<file path="src/hw/aes_pkg.sv">
// Shared AES-128 types, round constants and GF(2^8) helpers
// Imported by every RTL block of the CBC-MAC engine and by the testbench model
`default_nettype none

package aes_pkg;

    typedef logic [127:0] block_t;      // State or data block, byte 0 in the MSB
    typedef logic [127:0] key_t;        // Cipher key or round key
    typedef logic [7:0]   byte_t;       // One state byte
    typedef logic [3:0]   round_idx_t;  // Round number 0..10

    localparam int NUM_ROUNDS = 10;     // AES-128

    // ------------------------------
    // GF(2^8) arithmetic
    // ------------------------------

    // Multiply by x modulo x^8 + x^4 + x^3 + x + 1
    function automatic byte_t xtime(byte_t b);
        return {b[6:0], 1'b0} ^ (b[7] ? 8'h1b : 8'h00);
    endfunction

    // Shift-and-add multiply
    function automatic byte_t gf_mul(byte_t a, byte_t b);
        byte_t p;
        byte_t x;
        p = 8'h00;
        x = a;
        for (int i = 0; i < 8; i++) begin
            if (b[i]) p = p ^ x;     // Add current power of a
            x = xtime(x);
        end
        return p;
    endfunction

    // Inverse as a^254, zero maps to zero
    function automatic byte_t gf_inv(byte_t a);
        byte_t res;
        byte_t sq;
        res = 8'h01;
        sq  = a;
        for (int i = 1; i < 8; i++) begin
            sq  = gf_mul(sq, sq);    // a^2, a^4 ... a^128
            res = gf_mul(res, sq);
        end
        return res;
    endfunction

    // ------------------------------
    // Cipher primitives
    // ------------------------------

    // Forward S-box: inverse followed by the affine map
    function automatic byte_t sbox(byte_t a);
        byte_t b;
        b = gf_inv(a);
        return b ^ {b[6:0], b[7]} ^ {b[5:0], b[7:6]} ^ {b[4:0], b[7:5]}
                 ^ {b[3:0], b[7:4]} ^ 8'h63;
    endfunction

    // Round constant for rounds 1..10
    function automatic byte_t rcon(round_idx_t r);
        case (r)
            4'd1:    return 8'h01;
            4'd2:    return 8'h02;
            4'd3:    return 8'h04;
            4'd4:    return 8'h08;
            4'd5:    return 8'h10;
            4'd6:    return 8'h20;
            4'd7:    return 8'h40;
            4'd8:    return 8'h80;
            4'd9:    return 8'h1b;
            4'd10:   return 8'h36;
            default: return 8'h00;   // Round 0 and unused codes
        endcase
    endfunction

endpackage

`default_nettype wire

</file>
<file path="src/hw/cbcmac_ctrl.sv">
// CBC-MAC control with the block and MAC four-phase handshakes
// Holds the chaining value and message key, and feeds one block at a time to the core
`timescale 1ns/100ps
`default_nettype none

module cbcmac_ctrl (
    input  wire logic            clk,
    input  wire logic            rst_n,
    // Host block handshake
    input  wire logic            blk_req_i,
    input  wire logic            last_i,        // Block ends the message
    input  wire aes_pkg::key_t   key_i,         // Used on the first block only
    input  wire aes_pkg::block_t blk_i,
    output logic                 blk_ack_o,
    // Host MAC handshake
    output logic                 mac_req_o,
    input  wire logic            mac_ack_i,
    output aes_pkg::block_t      mac_o,
    // AES core
    output logic                 core_start_o,
    output aes_pkg::key_t        core_key_o,
    output aes_pkg::block_t      core_block_o,
    input  wire logic            core_done_i,
    input  wire aes_pkg::block_t core_block_i
);
    import aes_pkg::*;

    typedef enum logic [1:0] {
        S_IDLE,       // Wait for a block request
        S_BUSY,       // Core encrypting
        S_BLK_ACK,    // Ack high, wait for request low
        S_MAC_WAIT    // Wait for the MAC handshake to finish
    } state_t;

    state_t state_q;
    block_t chain_q;      // Chaining value, also the MAC
    key_t   key_q;        // Key of the current message
    block_t in_q;         // Chaining value XOR message block
    logic   first_q;      // Next block starts a message
    logic   last_q;       // Block in flight is the last one
    logic   start_q;
    logic   blk_ack_q;
    logic   mac_req_q;

    wire accept = (state_q == S_IDLE) && blk_req_i;

    // ------------------------------
    // Handshake FSM
    // ------------------------------
    always_ff @(posedge clk) begin
        if (!rst_n) begin
            state_q   <= S_IDLE;
            chain_q   <= '0;
            first_q   <= 1'b1;
            last_q    <= 1'b0;
            start_q   <= 1'b0;
            blk_ack_q <= 1'b0;
            mac_req_q <= 1'b0;
        end else begin
            start_q <= 1'b0;
            if (mac_req_q && mac_ack_i) mac_req_q <= 1'b0;   // Host took the MAC
            case (state_q)
                S_IDLE: begin
                    if (blk_req_i) begin
                        start_q <= 1'b1;                     // Core start next cycle
                        last_q  <= last_i;
                        first_q <= 1'b0;
                        state_q <= S_BUSY;
                    end
                end
                S_BUSY: begin
                    if (core_done_i) begin
                        chain_q   <= core_block_i;           // New chaining value
                        blk_ack_q <= 1'b1;
                        mac_req_q <= last_q;                 // MAC offered with the ack
                        state_q   <= S_BLK_ACK;
                    end
                end
                S_BLK_ACK: begin
                    if (!blk_req_i) begin
                        blk_ack_q <= 1'b0;
                        state_q   <= last_q ? S_MAC_WAIT : S_IDLE;
                    end
                end
                S_MAC_WAIT: begin
                    // Both MAC lines low ends the message
                    if (!mac_req_q && !mac_ack_i) begin
                        chain_q <= '0;
                        first_q <= 1'b1;
                        state_q <= S_IDLE;
                    end
                end
                default: state_q <= S_IDLE;
            endcase
        end
    end

    // Core operands
    always_ff @(posedge clk) begin
        if (accept) begin
            in_q <= chain_q ^ blk_i;
            if (first_q) key_q <= key_i;                     // Key only at message start
        end
    end

    assign blk_ack_o    = blk_ack_q;
    assign mac_req_o    = mac_req_q;
    assign mac_o        = chain_q;
    assign core_start_o = start_q;
    assign core_key_o   = key_q;
    assign core_block_o = in_q;

    // ------------------------------
    // Protocol checks
    // ------------------------------
    a_ack_with_req: assert property (@(posedge clk) disable iff (!rst_n)
        $rose(blk_ack_o) |-> blk_req_i);

    a_mac_stable: assert property (@(posedge clk) disable iff (!rst_n)
        mac_req_o |=> !mac_req_o || $stable(mac_o));

endmodule

`default_nettype wire

</file>
<file path="config.mk">
export PLATFORM = sky130hd
export DESIGN_NAME = cbcmac_ctrl
export DESIGN_NICKNAME = d
export VERILOG_FILES = /design/src/hw/aes_pkg.sv /design/src/hw/cbcmac_ctrl.sv
export SDC_FILE = /design/constraint.sdc
export NUM_CORES = 1
export LEC_CHECK = 0
export ABC_AREA = 0
export BUFFER_PORTS_ARGS = -buffer_cell sky130_fd_sc_hd__buf_2
export CAP_MARGIN = 20
export CORE_AREA = 2 2 304 306
export DETAILED_ROUTE_END_ITERATION = 6
export DIE_AREA = 0 0 306 308
export GPL_ROUTABILITY_DRIVEN = 0
export PLACE_DENSITY = 0.39
export SYNTH_ARGS = -nofsm -noshare
export SYNTH_HDL_FRONTEND = slang
export SYNTH_SLANG_ARGS = --single-unit
</file>
<file path="constraint.sdc">
create_clock -name clk -period 31.1 [get_ports clk]
set_input_delay 0 -clock clk [delete_from_list [all_inputs] [get_ports clk]]
set_output_delay 0 -clock clk [all_outputs]
set_load 0.02 [all_outputs]
</file>
==> metrics.txt <==
status finished, final reports clean; total global-route track usage between 10% and 20%; Top Ports 777; critical path endpoint category flop; worst path cell trace nor3b_2 > and2_4 > buf_4; fraction of layout instances using a drive strength above 1 44.3%; Post-Route WL 55300 um; Port Buffers 776; CTS root buffer clkbuf_16; Slew @ Worst Pin 0.996 ns; Worst R2R Setup Slack 28.29 ns; Detail Placement HPWL slightly above 40000 um; chip height 308 um; area share of the largest cell type after synthesis between 50% and 60%; Hold Path Cell Cnt 2; Slew headroom ~34%; site row count 111; Setup violations, final 0; vias per std cell 3.49; Seq/Total Area, Yosys 79.7%; Avg Inst Size Synth 18.5 um^2; synthesized flop and latch total just under 400; post-synthesis cell area 13000 um^2; Async SR Flop Fraction 0%; Hold Crit Class primary input to flop; Pre-antenna DRT Iters 4; clk slew on worst S/H paths about 0.060 ns; most common cell in the netlist edfxtp_1; Via Count 10.9k; total core area just over 90000 um^2; Netlist cell types 25; max incr delay on CP ~0.83 ns; total power 0.00138 W; first-pass GRT wire length roughly 77000 um; die extent in x 306 um; post-CTS sizing 0; CP Buf/Inv Count 1; drt drc 0; maxcap violations 0; Highest Clock Rate 356 MHz; Diodes inserted 0; die area about 94000 um^2; slowest stage cell, crit path buf_4; H-tree Lvls 2; EDFF count, synth 256; Worst EP required 31.32 ns; Gate Count Post-Synth 706; largest net degree at the start of global routing 130; total grt overflow 0; Synth Warn # 0; P&R area growth vs syn 82.3%; Final Skew 0.0219 ns; vias in the first global route between 10k and 15k; Tcrit/Tclk final 9.02%; DR WL/cell 17.7 um; R2R depth 3; Iteration-0 DRC Markers 485; cell taking the most area after synthesis edfxtp_1; setup TNS 0 ns; Critical R2R Capture core_key_o[24]; hold_sp key_i[57]; insertion delay to the later sink of the worst-skew pair 0.61 ns; RSZ-0062 raised after global routing false; WP data arrival 3.02 ns; Worst Hold End core_key_o[57]; Crit Path Class flop to flop; final slew viol count 0; cts bufs inserted 47; Clock Sinks 391; Initial Util 14.3%; Synth Flop Type edfxtp_1; CTS max path bufs 3; CTS tree yes; Peak supply drop 0.0000353 V; Worst R2R Start state_q[1]; LEAKAGE 10.5 nW; startpoint types flop; top post-synthesis cells by count 256 x edfxtp_1, 135 x dfxtp_1, 128 x a22o_1, 128 x xor2_1, 13 x buf_2; initial antenna violation count 4; CP startpoint state_q[1]; Final Hold Fails 0; minimum clock period 2.81 ns; largest cells by area after synthesis edfxtp_1 59%, dfxtp_1 21%, a22o_1 8.6%; CP delay by family, top simple AND/OR/NAND/NOR gates; pwr/cell area 58.1 nW/um^2; Routed Antenna Nets 0; Post-Syn Nets ~1.1k; # nets final about 2.3k; worst-path fanout max 72
==> registers in the layout (all words and copies together), names as in the netlist <==
| signal | cells |
|---|---|
| state_q | 2 |
| core_key_o | 128 |
| blk_ack_o | 1 |
| mac_o | 128 |
| last_q | 1 |
| first_q | 1 |
| mac_req_o | 1 |
| core_start_o | 1 |
| core_block_o | 128 |
==> power breakdown <==
part / internal, W / switching [W] / total (W)
clock: 0.000332 / 0.000230 / 0.000562
combinational: 0.0000862 / 0.000115 / 0.000201
sequential: 0.000601 / 0.0000183 / 0.000619
==> stage by stage <==
stage	utilization [%]	area, um^2	hold WS (ns)	instances	setup slack, ns
floorplan	-	13000	0.0762	706	17.02
global placement	20.1	18300	0.179	2644	28.38
detailed placement	20.1	18300	0.178	2644	28.28
CTS	26.1	23800	0.0269	3126	28.28
global route	26.1	23800	0.0490	3126	28.12
finish	26.1	23800	0.100	3126	28.29
==> layout make-up <==
type	instances	area (um^2)
Sequential cell	391	10400
Timing Repair Buffer	1176	7890
Multi-Input combinational cell	283	2440
Inverter	2	7.51
Fill cell	9558	67200
Clock buffer	68	1330
Clock inverter	20	238
Tap cell	1186	1480
==> per-layer routing <==
layer / GRT usage [%] / share of wire [%] / vias to the layer above
met4: 3.51 / 2.7 / 2
met5: 0 / 0.031 / -
met3: 4.10 / 8.4 / 87
met1: 12.6 / 40 / 5233
met2: 19.2 / 49 / 503
li1: - / - / 5090
==> what timing repair did <==
action / in CTS / in global routing
setup buffers: 0 / 0
hold buffers: 394 / 0
endpoints found under the hold margin: 391 / 0
==> worst max-delay path by stage <==
| stage | slack [ns] | depth (start not counted) | to |
|---|---|---|---|
| floorplan | 17.02 | 3 | core_key_o[0] |
| global placement | 28.38 | 3 | core_key_o[93] |
| detailed placement | 28.28 | 3 | core_key_o[93] |
| CTS | 28.28 | 4 | mac_o[36] |
| global route | 28.12 | 3 | core_key_o[24] |
| finish | 28.29 | 3 | core_key_o[24] |
==> cells by family (layout without fill, tap and decap cells) <==
kind of cell    after synthesis  count (layout)  synth area share, %
compound gates              141             141                 9.29
flops                       391             391                 79.7
buf+inv                      32            1266                 1.77
mux                           1               1               0.0768
xor+xnor                    128             128                 8.60
simple gates                 13              13                0.576
==> cells in the final DEF (no fill, tap or decap), types with 3 or more instances in the layout <==
| cell type | Yosys | final |
|---|---|---|
| a22o_1 | 128 | 128 |
| dfxtp_1 | 135 | 135 |
| clkbuf_16 | 0 | 48 |
| xor2_1 | 128 | 128 |
| clkinv_2 | 0 | 9 |
| o21ai_0 | 3 | 3 |
| nor2_1 | 3 | 3 |
| a21oi_1 | 5 | 5 |
| dlygate4sd3_1 | 0 | 394 |
| clkbuf_1 | 2 | 15 |
| bufinv_16 | 0 | 4 |
| clkbuf_8 | 0 | 5 |
| buf_2 | 13 | 776 |
| buf_4 | 5 | 5 |
| edfxtp_1 | 256 | 256 |
No activity file was read; power rests on OpenSTA's default activity.
